[src/rv_isa_pkg.sv]
// ISA types and encodings of the RV64I subset, imported by the pipeline package and every stage.
package rv_isa_pkg;

    localparam int unsigned xlen    = 64;
    localparam int unsigned shamt_w = $clog2(xlen);

    typedef logic [xlen-1:0] data_t;
    typedef logic [4:0]      reg_addr_t;
    typedef logic [31:0]     inst_t;
    typedef logic [63:0]     pc_t;

    // Field view of an R/I/U instruction word, MSB first.
    typedef struct packed {
        logic [6:0] funct7;
        reg_addr_t  rs2;
        reg_addr_t  rs1;
        logic [2:0] funct3;
        reg_addr_t  rd;
        logic [6:0] opcode;
    } inst_fields_t;

    typedef enum logic [6:0] {
        OPC_OP     = 7'b0110011,
        OPC_OP_IMM = 7'b0010011,
        OPC_LUI    = 7'b0110111
    } opcode_e;

    typedef enum logic [2:0] {
        F3_ADD = 3'b000,
        F3_SLL = 3'b001,
        F3_SLT = 3'b010,
        F3_XOR = 3'b100,
        F3_SRL = 3'b101,
        F3_OR  = 3'b110,
        F3_AND = 3'b111
    } funct3_e;

    localparam logic [6:0] funct7_base = 7'b0000000;
    localparam logic [6:0] funct7_alt  = 7'b0100000; // Selects SUB over ADD.

    typedef enum logic [3:0] {
        ALU_ADD,
        ALU_SUB,
        ALU_AND,
        ALU_OR,
        ALU_XOR,
        ALU_SLL,
        ALU_SRL,
        ALU_SLT,
        ALU_PASS2
    } alu_op_e;

endpackage

[src/pipe_pkg.sv]
// Bundles carried between pipeline stages and the stall controls, imported by the stage modules.
package pipe_pkg;

    import rv_isa_pkg::*;

    // Contents of the ID/EX register. An all-zero bundle is a bubble.
    typedef struct packed {
        logic      valid;
        pc_t       pc;
        inst_t     inst;
        alu_op_e   alu_op;
        data_t     op1;
        data_t     op2;
        logic      rd_ena;
        reg_addr_t rd_addr;
    } id_ex_t;

    // Contents of the EX/WB register, also the retirement report.
    typedef struct packed {
        logic      valid;
        pc_t       pc;
        logic      rd_ena;
        reg_addr_t rd_addr;
        data_t     result;
    } ex_wb_t;

    typedef struct packed {
        logic hold;        // Freeze both pipeline registers.
        logic bubble;      // Load a zero bundle into ID/EX.
        logic fetch_stall; // No instruction is accepted this cycle.
    } stall_ctrl_t;

endpackage

[src/id_ex_reg.sv]
// ID/EX pipeline register that holds its bundle under hold and loads a zero bubble when told.
`timescale 1ns/100ps

module id_ex_reg import pipe_pkg::*; (
    input  logic        clk,
    input  logic        rst_n,
    input  logic        in_valid,
    input  id_ex_t      id_bundle,
    input  stall_ctrl_t stall,
    output id_ex_t      ex_bundle
);

    logic load_bubble;

    // No fetch strobe and an illegal word both become a bubble, just like a RAW stall.
    assign load_bubble = stall.bubble || !in_valid || !id_bundle.valid;

    always_ff @(posedge clk) begin
        if (!rst_n) begin
            ex_bundle <= '0;
        end else if (!stall.hold) begin
            if (load_bubble) begin
                ex_bundle <= '0;
            end else begin
                ex_bundle <= id_bundle;
            end
        end
    end

endmodule

[config.mk]
export PLATFORM = sky130hd
export DESIGN_NAME = id_ex_reg
export DESIGN_NICKNAME = d
export VERILOG_FILES = /design/src/rv_isa_pkg.sv /design/src/pipe_pkg.sv /design/src/id_ex_reg.sv
export SDC_FILE = /design/constraint.sdc
export NUM_CORES = 1
export LEC_CHECK = 0
export BUFFER_PORTS_ARGS = -buffer_cell sky130_fd_sc_hd__buf_2
export CAP_MARGIN = 20
export CORE_ASPECT_RATIO = 0.6
export CORE_MARGIN = 2
export CORE_UTILIZATION = 32
export CTS_CLUSTER_SIZE = 10
export DETAILED_ROUTE_END_ITERATION = 8
export PLACE_DENSITY_LB_ADDON = 0.3
export SKIP_LAST_GASP = 1
export SLEW_MARGIN = 30
export SYNTH_ARGS = -nofsm -noshare
export SYNTH_HDL_FRONTEND = slang
export SYNTH_SLANG_ARGS = --single-unit
[constraint.sdc]
create_clock -name clk -period 1.7 [get_ports clk]
set_input_delay 0.085 -clock clk [delete_from_list [all_inputs] [get_ports clk]]
set_output_delay 0.085 -clock clk [all_outputs]
set_load 0.02 [all_outputs]
---- After elaboration in Yosys (flattened, before gate mapping) ----
Index checks and enable logic that the tools add are counted.
word-level totals
  input bits .............................. 241
  word-level logic and storage cells ...... 13
  register bits after elaboration ......... 235
cells by class
  muxes and demuxes ....................... 1
  reduce and logical (&&, ||, !) cells .... 4
operator list
  kind                count
  235-bit 2-to-1 mux  1
  1-bit zero test     2
  1-bit logical OR    2

---- Longest topological paths before layout ----
  depth in word-level cells ............... 4
  mapped depth ............................ 6
  gate-level depth less buffers ........... 2

---- Worst setup path after synthesis ----
OpenSTA, ideal clock, no wires.
  path type ............................... in2reg
  start point ............................. in rst_n
  end point ............................... reg ex_bundle[219] in the netlist's numbering
  data arrival time ....................... 0.861 ns
  data required time ...................... 1.613 ns
  path slack .............................. 0.752 ns
  path buffers ............................ 3
  stages .................................. 5
  path through ............................ buf_2 -> buf_2 -> buf_1 -> nand3_1 -> o31ai_1
RTL lines
  what                    line             text
  start: declaration      id_ex_reg.sv:6   input logic rst_n,
  end signal: assignment  id_ex_reg.sv:25  ex_bundle <= id_bundle;
  end: declaration        id_ex_reg.sv:10  output id_ex_t ex_bundle

---- Worst setup path after layout ----
  start point ............................. in in_valid
  end point ............................... reg ex_bundle[11] in the netlist's numbering
between the ends
  cells in the longest elaborated chain, start to end .. 4
ends and longest elaborated chain
  what                           line             text
  start: declaration             id_ex_reg.sv:7   input logic in_valid,
  1-bit zero test                id_ex_reg.sv:16  assign load_bubble = stall.bubble || !in_valid || !id_bundle.valid;
  1-bit logical OR (2 in a row)  id_ex_reg.sv:16
  235-bit 2-to-1 mux             id_ex_reg.sv:22  if (load_bubble) begin
Every way passes these cells.
A chain may end at the register's enable or synchronous reset.

==> run_results.csv <==
group,metric,value,unit
worst_setup_path,reg2reg_from,"ex_bundle[14]",
floorplanning,core_area,27600,um2
detailed_routing,finalWirelength,32.8,mm
clock_tree,clock-root-buffer,"clkbuf_16",
clock_tree,cts-buffers-inserted,27,
clock_tree,clk_pin_slew_worst_paths,0.06,ns
clock_tree,clk_latency,0.51,ns
floorplanning,row_count,47,
worst_setup_path,endpoint,"ex_bundle[11]",
yosys,syn_nets,1281,
worst_setup_path,start_kind,"input port",
global_route,grt_overflow,0,
place,place.gp.congestion,0.830,
clock_tree,clock_path_buffers,3,
global_route,gr-usage-met3,0.0649,
cells_and_area,reg.largest.list,"ex_bundle: 235 flops",
yosys,yosys_warnings,0,
global_route,grt_pass1_vias,9577,
timing,slew_viol_final,0,
timing,max_slew_margin,0.416,
worst_setup_path,cp_max_fo,71,
yosys,yosys.area_share.simple,0.135,
yosys,synthAdderAreaFrac,0,
cells_and_area,drive_gt1_frac,0.299,
worst_setup_path,critical_path_arrival,2.10,ns
timing,finClkSkew,0,ns
job,maxCapViolations,0,
worst_setup_path,worstSetupPathType,"in2reg",
detailed_routing,firstDrtPassIters,5,
cells_and_area,syn_to_final_growth,67.1,%
yosys,synth_top_family_by_area,"compound AO/OA/AOI/OAI gates",
global_route,grt_first_pass_wirelength,49.5,mm
worst_setup_path,path_delay_family,"buffers and inverters",
cells_and_area,largest-register,"ex_bundle",
timing,finalCriticalPeriod,1.65,ns
place,dp_hpwl,19.8,mm
clock_tree,cts_setup_buffers,0,
worst_setup_path,crit_path_cell_trace,"dlygate4sd3_1 > buf_2 > nand4b_4 > buf_16 > o31ai_1 > dlygate4sd3_1",
timing,worstMarginPinSlew,0.875,ns
yosys,syn_area_per_cell,8.65,um2
yosys,syn_inst,1040,
yosys,synth_seq_area_share,0.523,
detailed_routing,viasPerCell,4.75,
yosys,synthMuxAreaShare,0,
yosys,netlist.area_leader.share,0.523,
cells_and_area,nets,1960,
pwr,ir_drop,682,uV
worst_hold_path,hold_class,"in2reg",
cells_and_area,largest_reg_flops,235,
yosys,synth_xor_area_frac,0,
status,status,"completed",
yosys,yosysTopAreaCell,"dfxtp_1",
pwr,cellPowerDensity,808,nW/um2
timing,setup_viol,0,
timing,timing_hold_violations_final,0,
global_route,track_usage,0.206,
detailed_routing,drc,0,
yosys,synth_area_leaders,"dfxtp_1, o31ai_1, nand3_1",
pwr,p_leak,7.59,nW
global_route,met2_usage,0.344,
timing,rsz0062_at_grt,"false",
detailed_routing,ant_nets,0,
worst_setup_path,startpoint,"in_valid",
floorplanning,fp.dieH,134,um
clock_tree,cts_tree,"done",
worst_setup_path,endpoint_kind,"flop",
worst_setup_path,r2r_slack,0.49,ns
place,port_buffers,474,
yosys,syn_area,8990,um2
timing,post-route-period-util,0.969,
global_route,grt_max_degree,142,
clock_tree,numClockSinks,235,
worst_setup_path,crit_slowest_cell,"dlygate4sd3_1",
worst_setup_path,reg2reg_depth,3,
timing,setup_tns,0,ns
worst_setup_path,path_common_cell,"dlygate4sd3_1",
floorplanning,die_area,29500,um2
global_route,antenna_found_initial,2,
detailed_routing,routedWlPerCell,15.7,um
yosys,synth_seq_cells,235,
detailed_routing,vias,9909,
global_route,top_usage_layer,"met2",
yosys,yosysMostFrequentCell,"dfxtp_1",
clock_tree,h-tree-depth,1,
yosys,synth_compound_area_frac,0.197,
pwr,p_total,12.1,mW
yosys,synth_edf_count,0,
floorplanning,die_w,220,um
floorplanning,ios,476,
cells_and_area,nFillCells,2426,
yosys,synthTopCellsByCount,"dfxtp_1, inv_1, nand3_1, o31ai_1, clkbuf_1",
timing,achievable-frequency,607,MHz
worst_setup_path,cp_num_buf_inv,4,
yosys,yosys_most_used_dff,"dfxtp_1",
worst_setup_path,crit_required,2.15,ns
worst_setup_path,reg2reg_to,"ex_bundle[14]",
yosys,postSynth.asyncResetShare,0,
worst_setup_path,critical_path_depth,6,
floorplanning,initial_core_util,0.326,
detailed_routing,dr.first_iter.drc_count,532,
worst_setup_path,cpPeakStageDelay,0.61,ns
yosys,yosys.cell_types.count,13,
global_route,use_met1,0.251,
worst register-to-register path: cells and delay by family, from the launching register on:
family | cells | cell delay (ns)
and+or+nand+nor | 1 | 0.11
DFF | 1 | 0.36
AOI/OAI and AO/OA | 1 | 0.10
buffers and inverters | 1 | 0.59
cells by family (layout without fill, tap and decap cells):
family / Yosys count / in the layout
simple gates: 237 / 237
flops: 235 / 235
compound gates: 235 / 235
buf+inv: 333 / 1012
other cells: 0 / 2
through the flow:
| stage | cells | utilization | setup WS (ns) | cell area [um2] | hold WS [ns] |
|---|---|---|---|---|---|
| after floorplan | 1040 | - | 0.752 | 8990 | 0.228 |
| after global placement | 1787 | 0.419 | 0.217 | 11600 | 0.334 |
| after detailed placement | 1788 | 0.420 | 0.0828 | 11600 | 0.338 |
| after CTS | 2085 | 0.543 | 0.0121 | 15000 | 0.110 |
| after global routing | 2088 | 0.545 | 0.0456 | 15000 | 0.191 |
| final | 2088 | 0.545 | 0.0525 | 15000 | 0.149 |
worst min-delay path by stage:
stage                              start             end  slack, ns  cells after the start
after CTS                       stall[2]  ex_bundle[160]       0.11                      3
after global placement     id_bundle[22]   ex_bundle[22]       0.33                      3
after floorplan           id_bundle[219]  ex_bundle[219]       0.23                      2
after detailed placement    id_bundle[3]    ex_bundle[3]       0.34                      3
final                           stall[2]    ex_bundle[5]       0.15                      3
after global routing            stall[2]   ex_bundle[19]       0.19                      3
layout make-up:
cell class	instances	area (um2)	area share
diodes	2	5.00	0.000333
flip-flops and latches	235	4700	0.313
well taps	367	459	0.0306
clock inverters	1	30.0	0.00200
inverters	230	863	0.0575
clock buffers	28	679	0.0452
multi-input cells	472	2990	0.199
repair buffers	753	5290	0.352
power by group:
group | total [mW] | switching (mW) | leakage (nW) | internal [mW]
clock network | 5.03 | 2.09 | 0.348 | 2.93
logic | 1.48 | 0.740 | 5.34 | 0.742
registers | 5.63 | 0.0412 | 1.90 | 5.59
total | 12.1 | 2.88 | 7.59 | 9.27
metal layers:
layer / wire length, um / share of wire
met4: 1100 / 0.034
met5: 0 / 0
met2: 15200 / 0.46
met1: 13800 / 0.42
met3: 2680 / 0.082
layout by cell type, fill, tap and decap left out, types with 2 or more instances in the layout:
master         instances
nand4b_1               4
buf_12                 6
buf_16                 2
dlygate4sd3_1        268
o2bb2ai_1              5
diode_2                2
nand3_1              230
inv_1                230
clkbuf_16             28
buf_2                472
buf_4                  2
o31ai_1              230
dfxtp_1              235
timing repair:
| item | 4_1_cts | 5_1_grt |
|---|---|---|
| setup endpoints to repair | 0 | 29 |
| hold endpoints to repair | 234 | 0 |
| hold buffers | 268 | 0 |
| resized for setup | 0 | 1 |
(Power assumes the default switching activity.)
