### config.mk
export PLATFORM = sky130hd
export DESIGN_NAME = reg_file
export DESIGN_NICKNAME = d
export VERILOG_FILES = /design/src/rv_isa_pkg.sv /design/src/pipe_pkg.sv /design/src/reg_file.sv
export SDC_FILE = /design/constraint.sdc
export NUM_CORES = 2
export LEC_CHECK = 0
export BUFFER_PORTS_ARGS = -buffer_cell sky130_fd_sc_hd__buf_2
export CAP_MARGIN = 20
export CORE_AREA = 10 10 614 616
export DETAILED_ROUTE_END_ITERATION = 7
export DIE_AREA = 0 0 624 626
export GPL_ROUTABILITY_DRIVEN = 0
export MAX_ROUTING_LAYER = met4
export PLACE_DENSITY = 0.46
export SETUP_SLACK_MARGIN = 0.5
export SLEW_MARGIN = 20
export SYNTH_ARGS = -nofsm -noshare
export SYNTH_HDL_FRONTEND = slang
export SYNTH_SLANG_ARGS = --single-unit
### constraint.sdc
create_clock -name clk -period 22.6 [get_ports clk]
set_input_delay 6.78 -clock clk [delete_from_list [all_inputs] [get_ports clk]]
set_output_delay 6.78 -clock clk [all_outputs]
set_load 0.05 [all_outputs]
### src/rv_isa_pkg.sv
// ISA types and encodings of the RV64I subset, imported by the pipeline package and every stage.
package rv_isa_pkg;

    localparam int unsigned xlen    = 64;
    localparam int unsigned shamt_w = $clog2(xlen);

    typedef logic [xlen-1:0] data_t;
    typedef logic [4:0]      reg_addr_t;
    typedef logic [31:0]     inst_t;
    typedef logic [63:0]     pc_t;

    // Field view of an R/I/U instruction word, MSB first.
    typedef struct packed {
        logic [6:0] funct7;
        reg_addr_t  rs2;
        reg_addr_t  rs1;
        logic [2:0] funct3;
        reg_addr_t  rd;
        logic [6:0] opcode;
    } inst_fields_t;

    typedef enum logic [6:0] {
        OPC_OP     = 7'b0110011,
        OPC_OP_IMM = 7'b0010011,
        OPC_LUI    = 7'b0110111
    } opcode_e;

    typedef enum logic [2:0] {
        F3_ADD = 3'b000,
        F3_SLL = 3'b001,
        F3_SLT = 3'b010,
        F3_XOR = 3'b100,
        F3_SRL = 3'b101,
        F3_OR  = 3'b110,
        F3_AND = 3'b111
    } funct3_e;

    localparam logic [6:0] funct7_base = 7'b0000000;
    localparam logic [6:0] funct7_alt  = 7'b0100000; // Selects SUB over ADD.

    typedef enum logic [3:0] {
        ALU_ADD,
        ALU_SUB,
        ALU_AND,
        ALU_OR,
        ALU_XOR,
        ALU_SLL,
        ALU_SRL,
        ALU_SLT,
        ALU_PASS2
    } alu_op_e;

endpackage

### src/pipe_pkg.sv
// Bundles carried between pipeline stages and the stall controls, imported by the stage modules.
package pipe_pkg;

    import rv_isa_pkg::*;

    // Contents of the ID/EX register. An all-zero bundle is a bubble.
    typedef struct packed {
        logic      valid;
        pc_t       pc;
        inst_t     inst;
        alu_op_e   alu_op;
        data_t     op1;
        data_t     op2;
        logic      rd_ena;
        reg_addr_t rd_addr;
    } id_ex_t;

    // Contents of the EX/WB register, also the retirement report.
    typedef struct packed {
        logic      valid;
        pc_t       pc;
        logic      rd_ena;
        reg_addr_t rd_addr;
        data_t     result;
    } ex_wb_t;

    typedef struct packed {
        logic hold;        // Freeze both pipeline registers.
        logic bubble;      // Load a zero bundle into ID/EX.
        logic fetch_stall; // No instruction is accepted this cycle.
    } stall_ctrl_t;

endpackage

### src/reg_file.sv
// Integer register file with two read ports and a write-through write port fed by writeback.
`timescale 1ns/100ps

module reg_file import rv_isa_pkg::*, pipe_pkg::*; (
    input  logic      clk,
    input  logic      rst_n,
    input  reg_addr_t rs1_addr,
    input  reg_addr_t rs2_addr,
    output data_t     rs1_data,
    output data_t     rs2_data,
    input  ex_wb_t    wb,
    input  logic      wr_en
);

    data_t regs [32];
    logic  wr_hit;

    // The new value is seen by a read in the same cycle as its write.
    function automatic data_t read_port(reg_addr_t addr);
        data_t value;
        if (addr == '0) begin
            value = '0;
        end else if (wr_hit && (addr == wb.rd_addr)) begin
            value = wb.result;
        end else begin
            value = regs[addr];
        end
        return value;
    endfunction

    assign wr_hit = wr_en && wb.rd_ena && (wb.rd_addr != '0); // x0 is never written.

    always_ff @(posedge clk) begin
        if (!rst_n) begin
            for (int i = 0; i < 32; i++) begin
                regs[i] <= '0;
            end
        end else if (wr_hit) begin
            regs[wb.rd_addr] <= wb.result;
        end
    end

    always_comb begin
        rs1_data = read_port(rs1_addr);
        rs2_data = read_port(rs2_addr);
    end

endmodule

# Word level (Yosys, flattened, before mapping)
# Memories as Yosys holds them, arrays and structs flattened.
# Cells that the tools add are included.
# classes
mux	11
n_eq_ne	2
reduce_logical	8
# op_table
cell	n
two-way mux 64 bit	5
OR reduction 64 bit	1
equality test 5 bit	2
logical NOT 5 bit	2
two-way mux 1 bit	5
two-way mux 5 bit	1
nonzero test 5 bit	1
logical AND 1 bit	4
# word_totals
regBits	0
out_inout_bits	128
ramBits	2048
n_memories	1
inputBits	148
wordCells	22
# mem_list
name	words	word_bits	read_ports	rd_ports_with_merged_regs	write_ports	line	source
regs	32	64	2	0	32	reg_file.sv:15	data_t regs [32];

# Depth between registers and ports, before layout
# logic_depth
ltp_word	7
depth_mapped	11
depth_no_buf	6

# Worst setup path before layout
# Ideal clock, no wire load.
# synth_path
path_kind	input-to-output
from	input port wb[66] in the netlist's numbering
to	output port rs1_data[24]
arrival_ns	9.686
setup_slack_ns	6.134
t_required_ns	15.820
cell_stages	8
path_cell_list	buf_2 > nor3_1 > a21oi_1 > and4_1 > or2_2 > clkbuf_1 > buf_2 > o41ai_1
# synth_between
elab_chain_cells	5
# synth_rtl
item	line	source
from (decl)	reg_file.sv:11	input ex_wb_t wb,
nonzero test 5 bit	reg_file.sv:31	assign wr_hit = wr_en && wb.rd_ena && (wb.rd_addr != '0);
logical AND 1 bit	reg_file.sv:31	
logical AND 1 bit (*)	reg_file.sv:23	end else if (wr_hit && (addr == wb.rd_addr)) begin
two-way mux 64 bit (*)	reg_file.sv:23	
two-way mux 64 bit (*)	reg_file.sv:21	if (addr == '0) begin
to (decl)	reg_file.sv:9	output data_t rs1_data,
# Mark *: on every way between the ends. The rest lies on a longest branch, timed or not.

# Worst setup path after layout
# layout_path
from	input port rs1_addr[2]
to	output port rs1_data[53]
# layout_between
elab_chain_cells	4
# layout_rtl
item	line	source
from (decl)	reg_file.sv:7	input reg_addr_t rs1_addr,
parallel branches: the longest is 3 deep, another holds memory (32 x 64 bit)	--	
two-way mux 64 bit (*)	reg_file.sv:21	
# Every way passes the cells marked *.

==> results_dict.tcl <==
set metrics [dict create \
    cts_made_buffers 233 \
    first_global_vias 74000 \
    port_buffers 210 \
    fin_crit_ns 18.91 \
    syn_area_um2 109000 \
    yosysTopAreaCellShare_pct 56.5 \
    drc 0 \
    die_w_um 624 \
    clk_pin_slew_ns 0.07 \
    grt_antenna_before_repair 100 \
    vias 75500 \
    p_total_mw 9.72 \
    fin_tns_setup_ns 0 \
    synth_seq_area_share_pct 56.5 \
    fill_cells 35100 \
    worstHoldPathType "input pin to flop" \
    crit_top_cell "buf_4" \
    cts_tree "built" \
    peakVddDrop_v 0.0000772 \
    num_rows 222 \
    seq_power_share_pct 46.2 \
    relSlewSlack_pct 11.2 \
    switching_power_mw 2.73 \
    hold_buffers 0 \
    tightest_slew_ns 1.32 \
    crit_slowest_cell "o41ai_1" \
    cts.sinks 2048 \
    maxSlewViolCount 0 \
    die_h_um 626 \
    hold_viol 0 \
    startpoint "rs1_addr[2]" \
    rsz0062_at_grt "false" \
    grt_usage_pct 27.1 \
    start_util_pct 29.9 \
    multi_input_area_um2 44900 \
    drt_first_pass_iters 6 \
    synth_seq_cells 2048 \
    crit_arrival_ns 12.13 \
    whs_path_depth 2 \
    timing.critical_path.to "rs1_data[53]" \
    grt_max_degree 105 \
    antenna_left 0 \
    leakagePower_nw 41.7 \
    wl_per_cell_um 43.0 \
    synth-edff-count 2048 \
    avgSynthCellArea_um2 14.8 \
    ys_top_cells_by_area "edfxtp_1 57%, mux4_2 18%, and2_1 11%" \
    fp.dieArea_um2 391000 \
    cts_resized 0 \
    endpoint_kind "primary output" \
    largest_reg_flops 2048 \
    critical_path.cell_chain "buf_8 > buf_4 > nor2b_4 > buf_4 > nand2b_4 > buf_4 > buf_4 > o22ai_1 > a211o_1 > a21oi_1 > o41ai_1 > buf_2" \
    area_growth_pct 13.3 \
    seq_area_um2 61500 \
    criticalPathCategory "input pin to primary output" \
    post-route-util_pct 33.9 \
    core_um2 364000 \
    hpwl_um 309000 \
    p_clk_share_pct 39.6 \
    setup_viol 0 \
    htree_levels 4 \
    drt-initial-drc-count 12600 \
    synthArstFlopShare_pct 0 \
    io_pins 276 \
    nets 7478 \
    top_register "regs" \
    power_density_nw_per_um2 78.8 \
    worstPathRequired_ns 15.82 \
    reg.largest.list "regs (2048)" \
    fmax_mhz 52.9 \
    synth_ff_type "edfxtp_1" \
    grt_pass1_wl_um 703000 \
    status "completed" \
    crit_fanout 33 \
    period_share_pct 83.7 \
    yosys.area.top_type "edfxtp_1" \
    vias_per_cell 6.08 \
    switching_share_pct 28.0 \
    drive_above_1_share_pct 25.1 \
    clk_path_buf_depth 4 \
    cts_root_buf "clkbuf_16" \
    overflow 0 \
    p_comb_share_pct 14.2 \
    syn_inst 7342 \
    synth_cell_type_count 66 \
    yosysWarnings 0 \
    post-cts-setup-buffers 0 \
    internal_power_mw 6.99 \
    max-cap-violations 0 \
    routed_wl_um 534000 \
    crit_path_max_incr_delay_ns 1.01 \
    critPathLaunchType "input pin" \
]
-- worst min-delay path by stage --
stage | slack (ns) | startpoint | endpoint
5_1_grt | 6.47 | wb[42] | regs[5][42]$_SDFFCE_PN0P_
3_5_place_dp | 7.42 | wb[9] | regs[25][9]$_SDFFCE_PN0P_
6_report | 6.47 | wb[42] | regs[10][42]$_SDFFCE_PN0P_
2_1_floorplan | 6.98 | wb[11] | regs[1][11]$_SDFFCE_PN0P_
3_3_place_gp | 7.41 | wb[9] | regs[25][9]$_SDFFCE_PN0P_
4_1_cts | 6.42 | wb[42] | regs[10][42]$_SDFFCE_PN0P_
-- worst max-delay path, delay by kind of cell --
family	cells	cell delay (ns)
compound gates	4	1.37
buf+inv	6	2.99
simple gates	2	0.76
-- layout by cell type, fill, tap and decap left out, drive strengths merged, types with 11 or more instances in the layout --
master / synthesis / final
nor2: 142 / 142
o21ai: 92 / 92
a32o: 20 / 20
a22o: 47 / 47
nor2b: 19 / 19
clkinv: 0 / 103
mux2: 81 / 81
a211o: 16 / 16
nand3: 14 / 14
bufinv: 0 / 24
and2: 1987 / 1987
a21oi: 116 / 116
edfxtp: 2048 / 2048
o41ai: 20 / 20
a22oi: 102 / 102
mux2i: 313 / 313
a221oi: 31 / 31
o22ai: 192 / 192
mux4: 863 / 863
a211oi: 43 / 43
diode: 0 / 85
conb: 1 / 64
clkbuf: 541 / 276
a2111oi: 18 / 18
a221o: 12 / 12
nand2b: 11 / 11
buf: 256 / 486
nand2: 122 / 122
nor3: 30 / 30
o211ai: 39 / 39
o211a: 11 / 11
o221ai: 54 / 54
nor4: 14 / 14
-- kinds of logic (layout without fill, tap and decap cells) --
kind of cell              count (synthesis)  count (layout)  synth area share, %
DFF                                    2048            2048                 56.5
other                                     1             149              0.00345
buffers and inverters                   802             906                 3.31
muxes                                  1257            1257                 21.6
xor gates and xnor gates                 10              10               0.0805
AOI/OAI and AO/OA                       852             852                 5.52
and+or+nand+nor                        2372            2372                 13.0
-- through the flow --
step                      setup slack (ns)  cell area (um^2)  hold slack (ns)  std cells
after global placement                3.82            116000             7.41      11900
after global routing                  3.81            123000             6.47      12400
after floorplan                       6.13            109000             6.98       7405
after CTS                             3.86            123000             6.42      12300
after detailed placement              3.86            116000             7.42      11900
final                                 3.69            123000             6.47      12400
-- final cells by class --
class	instances	share of cell area, %
sequential	2048	49.9
multi-input combinational	4555	36.4
clock buffer	275	4.92
tap	4816	4.88
timing repair buffer	487	2.72
clock inverter	139	1.05
antenna	85	0.172
inverter	5	0.0193
-- power by group through the flow --
stage | Sequential (mW) | Clock [mW] | Combinational [mW]
finish | 4.49 | 3.85 | 1.38
global route | 4.50 | 4.02 | 1.39
CTS | 4.48 | 3.88 | 1.36
detailed placement | 4.56 | 0 | 1.36
global placement | 4.54 | 0 | 1.36
floorplan | 4.54 | 0 | 0.790
-- synth_stat cells, drive strengths merged, types with 4 or more instances --
cell / number
o221ai: 54
a22oi: 102
xnor2: 4
a221o: 12
o22ai: 192
and2: 1987
a22o: 47
mux2i: 313
o21ai: 92
mux4: 863
nand4: 7
o41ai: 20
o31ai: 4
a211o: 16
or3: 6
nor2b: 19
a32o: 20
xor2: 6
nor2: 142
a221oi: 31
nand3b: 7
a21oi: 116
nand2b: 11
nor4: 14
inv: 5
o22a: 6
o211a: 11
o211ai: 39
a2111oi: 18
nand3: 14
edfxtp: 2048
o21a: 4
nand2: 122
mux2: 81
nor3: 30
a31oi: 6
buf: 256
clkbuf: 541
a211oi: 43
-- routing by layer --
metal  track usage, %  part of all wire (%)  vias up
met2             41.9                    46     5136
met1             33.9                    38    40600
met4             14.2                   6.3        0
li1                 -                     -    28400
met3             5.06                   9.7     1307
met5                -                     0        -
Power figures use the tool's default switching activity.
