File: src/rv_isa_pkg.sv
// ISA types and encodings of the RV64I subset, imported by the pipeline package and every stage.
package rv_isa_pkg;

    localparam int unsigned xlen    = 64;
    localparam int unsigned shamt_w = $clog2(xlen);

    typedef logic [xlen-1:0] data_t;
    typedef logic [4:0]      reg_addr_t;
    typedef logic [31:0]     inst_t;
    typedef logic [63:0]     pc_t;

    // Field view of an R/I/U instruction word, MSB first.
    typedef struct packed {
        logic [6:0] funct7;
        reg_addr_t  rs2;
        reg_addr_t  rs1;
        logic [2:0] funct3;
        reg_addr_t  rd;
        logic [6:0] opcode;
    } inst_fields_t;

    typedef enum logic [6:0] {
        OPC_OP     = 7'b0110011,
        OPC_OP_IMM = 7'b0010011,
        OPC_LUI    = 7'b0110111
    } opcode_e;

    typedef enum logic [2:0] {
        F3_ADD = 3'b000,
        F3_SLL = 3'b001,
        F3_SLT = 3'b010,
        F3_XOR = 3'b100,
        F3_SRL = 3'b101,
        F3_OR  = 3'b110,
        F3_AND = 3'b111
    } funct3_e;

    localparam logic [6:0] funct7_base = 7'b0000000;
    localparam logic [6:0] funct7_alt  = 7'b0100000; // Selects SUB over ADD.

    typedef enum logic [3:0] {
        ALU_ADD,
        ALU_SUB,
        ALU_AND,
        ALU_OR,
        ALU_XOR,
        ALU_SLL,
        ALU_SRL,
        ALU_SLT,
        ALU_PASS2
    } alu_op_e;

endpackage

File: src/pipe_pkg.sv
// Bundles carried between pipeline stages and the stall controls, imported by the stage modules.
package pipe_pkg;

    import rv_isa_pkg::*;

    // Contents of the ID/EX register. An all-zero bundle is a bubble.
    typedef struct packed {
        logic      valid;
        pc_t       pc;
        inst_t     inst;
        alu_op_e   alu_op;
        data_t     op1;
        data_t     op2;
        logic      rd_ena;
        reg_addr_t rd_addr;
    } id_ex_t;

    // Contents of the EX/WB register, also the retirement report.
    typedef struct packed {
        logic      valid;
        pc_t       pc;
        logic      rd_ena;
        reg_addr_t rd_addr;
        data_t     result;
    } ex_wb_t;

    typedef struct packed {
        logic hold;        // Freeze both pipeline registers.
        logic bubble;      // Load a zero bundle into ID/EX.
        logic fetch_stall; // No instruction is accepted this cycle.
    } stall_ctrl_t;

endpackage

File: src/hazard_ctrl.sv
// Hazard control that turns RAW matches against ID/EX and the external hold into stall controls.
`timescale 1ns/100ps

module hazard_ctrl import rv_isa_pkg::*, pipe_pkg::*; (
    input  reg_addr_t   rs1_addr,
    input  reg_addr_t   rs2_addr,
    input  logic        rs1_used,
    input  logic        rs2_used,
    input  logic        ex_rd_ena,
    input  reg_addr_t   ex_rd_addr,
    input  logic        inst_valid,
    input  logic        hold,
    output stall_ctrl_t stall
);

    logic rs1_hit;
    logic rs2_hit;
    logic raw;

    // A source read matches the pending destination in execute.
    function automatic logic src_hit(reg_addr_t addr, logic used);
        return used && ex_rd_ena && (ex_rd_addr != '0) && (addr == ex_rd_addr);
    endfunction

    assign rs1_hit = src_hit(rs1_addr, rs1_used);
    assign rs2_hit = src_hit(rs2_addr, rs2_used);

    // EX/WB matches are covered by register file write-through.
    assign raw = inst_valid && (rs1_hit || rs2_hit);

    always_comb begin
        stall.hold        = hold;
        stall.bubble      = raw;
        stall.fetch_stall = hold || raw;
    end

endmodule

File: config.mk
export PLATFORM = sky130hd
export DESIGN_NAME = hazard_ctrl
export DESIGN_NICKNAME = d
export VERILOG_FILES = /design/src/rv_isa_pkg.sv /design/src/pipe_pkg.sv /design/src/hazard_ctrl.sv
export SDC_FILE = /design/constraint.sdc
export NUM_CORES = 1
export LEC_CHECK = 0
export BUFFER_PORTS_ARGS = -buffer_cell sky130_fd_sc_hd__buf_4
export CAP_MARGIN = 20
export CORE_AREA = 8 8 45 47
export DETAILED_ROUTE_END_ITERATION = 12
export DIE_AREA = 0 0 53 55
export GPL_TIMING_DRIVEN = 0
export MAX_ROUTING_LAYER = met4
export PLACE_DENSITY = 0.41
export SLEW_MARGIN = 20
export SYNTH_ARGS = -nofsm -noshare
export SYNTH_HDL_FRONTEND = slang
export SYNTH_SLANG_ARGS = --single-unit
File: constraint.sdc
create_clock -name vclk -period 1.4
set_input_delay 0.14 -clock vclk [all_inputs]
set_output_delay 0.14 -clock vclk [all_outputs]
set_load 0.01 [all_outputs]
Word-level counts from Yosys, hierarchy flattened
Index checks and enable logic that the tools add are counted.

word-level totals
  bits in registers = 0
  input bits = 20
  output and inout port bits = 3

operators by class
  equality and inequality tests = 2
  reduce and logical (&&, ||, !) cells = 10

operators by type and width
  kind                number
  5-bit == test       2
  1-bit logical AND   7
  5-bit nonzero test  1
  1-bit logical OR    2

Depth between registers and ports, before layout
Gate-level depths: netlist of the first run.

  word-level depth = 6
  mapped depth = 5

Worst setup path before layout of the first run
No wires, ideal clock.

  kind = input-to-output
  from = in ex_rd_addr[3]
  to = out stall[1] (netlist name)
  data arrival time = 0.975 ns
  slack = 0.285 ns
  stages on the path = 4
  buffers on the path = 1
  path through = or4_1 -> o21ai_2 -> nor2_1 -> buf_4

between the ends
  longest elaborated chain between the ends = 5

ends and longest elaborated chain
  what                             line               RTL
  from (decl)                      hazard_ctrl.sv:10  input reg_addr_t ex_rd_addr,
  5-bit nonzero test               hazard_ctrl.sv:22  return used && ex_rd_ena && (ex_rd_addr != '0) && (addr == ex_rd_addr);
  1-bit logical AND (2 in series)  hazard_ctrl.sv:22
  1-bit logical OR (*)             hazard_ctrl.sv:29  assign raw = inst_valid && (rs1_hit || rs2_hit);
  1-bit logical AND (*)            hazard_ctrl.sv:29
  to (decl)                        hazard_ctrl.sv:13  output stall_ctrl_t stall

Every way passes the cells marked *; elsewhere a longest branch is shown, timed or not.

Worst setup path after layout of the first run
  from = in ex_rd_addr[4]
  to = out stall[1] (netlist name)

The elaborated chain is that of the path after synthesis.

==> flow_summary.toml, run 1 <==
[outcome]
outcome = "complete, no violations"

[drt]
drtIter0Drc = 0
vias = 220
drc = 0
drt_first_pass_iters = 1
ant_nets = 0
wire_per_inst_um = 10.3
routed_via_density = 3.67
wirelength_um = 618

[final_layout]
final_cells = 60
seq_cells = 0
final_area_sq_um = 365
layout-drive-gt1-share = 0.614
insertedDiodeCount = 0
clkbuf_count = 0
filler_cell_count = 157
nets = 66
seq_area_sq_um = 0
utilization = 0.264
syn2layout_area_growth_pct = 126

[critical_path]
crit_fanout = 3
crit_path_start_kind = "input port"
critical_path_arrival_ns = 1.21
required_ns = 1.26
end_kind = "primary output"
critical_path_class = "input port to primary output"

[placed_design]
portBuffers = 23
dp_slack_ns = -0.0152
postPlaceCellArea_sq_um = 354
placed_cells = 60
place_congestion = 0.646

[power_and_ir_drop]
power_mw = 0.0985
leakage_nw = 0.157
peakVddDrop_mv = 0.0871
powerDensity_nw_per_um2 = 270

[floorplanning]
core_sq_um = 1380
start_util = 0.117
num_io_pins = 23
die_x_um = 53
die_h_um = 55
rows = 14
die_area_sq_um = 2920

[timing]
worst_slew_margin_rel = 0.906
period_share = 0.962
setup_viol = 0
tightest_slew_ns = 0.140
timing.final.ws_setup_ns = 0.0525
tns_ns = 0
hold_violations = 0
drv_slew = 0
max_freq_ghz = 0.742
period_needed_ns = 1.35
whs_ns = 0.551
rsz0062_at_grt = "false"

[logic_synthesis]
syn-num-nets = 41
synthCells = 21
synth.most_common_cell = "xnor2_1"
ys_seq_area_frac = 0
synth_top_cell_area_share = 0.543
synthTopCellsByCount = "10 x xnor2_1, 2 x buf_4, 2 x nand3_1, 2 x nand4_1"
yosys_warnings = 0
ys_top_cells_by_area = "xnor2_1 54%, buf_4 9.3%, nand4_1 7.8%, nand3_1 6.2%, o21ai_2 5.4%"
synth_top_cell_by_area = "xnor2_1"
syn_area_per_cell_sq_um = 7.69
syn_area_sq_um = 161
synth.distinct_cells = 9

[grt]
gr-total-overflow = 0
grt_max_degree = 4
grt_pass1_wl_um = 972
grt_usage = 0.0415
first_global_vias = 258
antenna_found_initial = 0

[clocking]
cts-hold-fix-buffers = 0
post-cts-setup-buffers = 0

[job]
maxCapViolCount = 0

[hold_path]
worstHoldPathType = "input port to primary output"
-- what timing repair did --
action | in CTS | in global routing
setup endpoints to repair | 1 | 1
gates resized for setup | 3 | 0
pin swaps | 3 | 1
cloned | 0 | 0
-- cell families after synthesis --
family,share of synthesized area
buf+inv,0.0930
compound gates,0.155
xor+xnor,0.543
simple gates,0.209
-- worst max-delay path, cell delays in order --
cell and delay (ns):
buf_4 0.12, or4_4 0.51, o21ai_2 0.14, nor2_1 0.06
buf_4 0.13, buf_6 0.11
-- placed cells by master (no fill, tap or decap), drive strengths merged --
master / count
nand4: 2
o21bai: 1
nor2: 1
buf: 25
xnor2: 10
o22a: 1
or4: 1
o21ai: 1
nand3: 2
-- area by class of cell --
cell class	count	area, sq um	area share
Buffer	2	15.0	0.0411
Multi-Input combinational cell	19	150	0.411
Tap cell	16	20.0	0.0548
Timing Repair Buffer	23	180	0.493
-- final timing paths --
path | start | end | slack [ns] | cells past startpoint
worst min-delay path | hold | stall[2] | 0.55 | 3
worst max-delay path | ex_rd_addr[4] | stall[1] | 0.05 | 6
-- report_power, final --
group	internal [mW]	leakage, nW	switching, mW
sequential	0	0	0
clock	0	0	0
combinational	0.0667	0.157	0.0318
total	0.0667	0.157	0.0318
-- layer usage --
layer  wire length, um  global-route usage  part of all wire
met2               309              0.0820              0.50
met5                 0                   -                 0
met4                 0                   0                 0
met1               267              0.0468              0.43
met3                41             0.00267             0.066
Power figures use the tool's default switching activity.
==> run 2, diff against run 1 <==
- BUFFER_PORTS_ARGS: -buffer_cell sky130_fd_sc_hd__buf_4 -> default
- DONT_BUFFER_PORTS: default -> 1
- PLACE_DENSITY: 0.41 -> default
==> run 2 against run 1 <==
Effect of this change: power fell by 58%; first-iteration DRC count unchanged; sequential cell count stayed put; critical path depth down 2; via count shrank 36%; non-clock buffer count shrank 23; hold slack worse by 0.18 ns; die area is the same; combinational power shrank 58%; clock-buffer cell count is the same; sequential share of layout area stayed put.
==> flow_summary.toml, run 2 (synthesis gave the netlist of run 1 again) <==
[final_layout]
syn2layout_area_growth_pct = 12.4
seq_cells = 0
nets = 43
filler_cell_count = 164
final_common_cell = "xnor2_1"
final_area_sq_um = 181
mostFrequentLayoutCells = "10 x xnor2_1, 2 x nand4_1, 2 x nand3_1, 2 x buf_4"
seq_area_sq_um = 0
insertedDiodeCount = 0
clkbuf_count = 0
layout-drive-gt1-share = 0.143
multi_input_area_sq_um = 146
utilization = 0.131

[clocking]
cts-hold-fix-buffers = 0
post-cts-setup-buffers = 0
cts_resized = 0

[drt]
routed_via_density = 3.81
drtIter0Drc = 0
wire_per_inst_um = 14.7
highest_layer = "met3"
m1WireLength_um = 105
ant_nets = 0
drt_first_pass_iters = 1
routed-wl-met3_um = 94
drc = 0
wirelength_um = 544
vias = 141
met2_length_um = 344

[critical_path]
crit_path_top_delay_cell = "or4_1"
crit_path_start_kind = "input port"
critical_path_class = "input port to primary output"
end_kind = "primary output"
required_ns = 1.26
path_cells = "or4_1 > o21ai_2 > nor2_1 > buf_4"
crit_fanout = 3
critical_path_arrival_ns = 1.01
critical_path.max_stage_delay_ns = 0.54

[timing]
max_freq_ghz = 0.867
worst_slew_margin_rel = 0.824
period_share = 0.824
whs_ns = 0.375
period_needed_ns = 1.15
rsz0062_at_grt = "false"
setup_viol = 0
hold_violations = 0
drv_slew = 0
tightest_slew_ns = 0.264
tns_ns = 0

[grt]
grt_usage = 0.0320
grt_max_degree = 4
gr-total-overflow = 0
antenna_found_initial = 0
grt_pass1_wl_um = 696
first_global_vias = 165

[hold_path]
worstHoldPathType = "input port to primary output"

[floorplanning]
rows = 14
start_util = 0.117
num_io_pins = 23
die_x_um = 53
die_area_sq_um = 2920
core_sq_um = 1380
die_h_um = 55

[power_and_ir_drop]
leakage_nw = 0.0413
powerDensity_nw_per_um2 = 229
peakVddDrop_mv = 0.0276

[job]
maxCapViolCount = 0

[outcome]
outcome = "complete, no violations"

[placed_design]
postPlaceCellArea_sq_um = 181
portBuffers = 0
place_congestion = 0.608
## run 2: cell count changes in the layout (fill, tap and decap cells not counted), sizes merged
cell,delta
buf,-23
## run 2: power breakdown
part / total [mW] / switching (mW) / internal [mW]
Clock: 0 / 0 / 0
Combinational: 0.0416 / 0.0147 / 0.0268
Sequential: 0 / 0 / 0
## run 2: per-stage QoR
stage	power [mW]	worst slack, ns	instances
global route	0.0455	0.207	37
global placement	0.0410	0.231	37
CTS	0.0423	0.239	37
floorplan	0.0374	0.285	21
finish	0.0416	0.246	37
detailed placement	0.0422	0.238	37
## run 2: critical path, delay by kind of cell
family / cells / cell delay, ns
AND/OR/NAND/NOR: 2 / 0.59
AO/OA/AOI/OAI: 1 / 0.15
buffers and inverters: 1 / 0.14
## run 2: final cells by class
| cell class | count | share of cell area |
|---|---|---|
| plain buffers | 2 | 0.0828 |
| multi-input cells | 19 | 0.807 |
| well taps | 16 | 0.110 |
## run 2: final timing paths
check,start,end,slack (ns),cells past startpoint
min,hold,stall[2],0.38,1
max,ex_rd_addr[3],stall[1],0.25,4
## run 2: metal layers
layer  GRT usage  vias to the layer above
met5           -                        -
met4           0                        0
met3      0.0107                        0
met2      0.0742                        9
met1      0.0226                       59
li1            -                       73
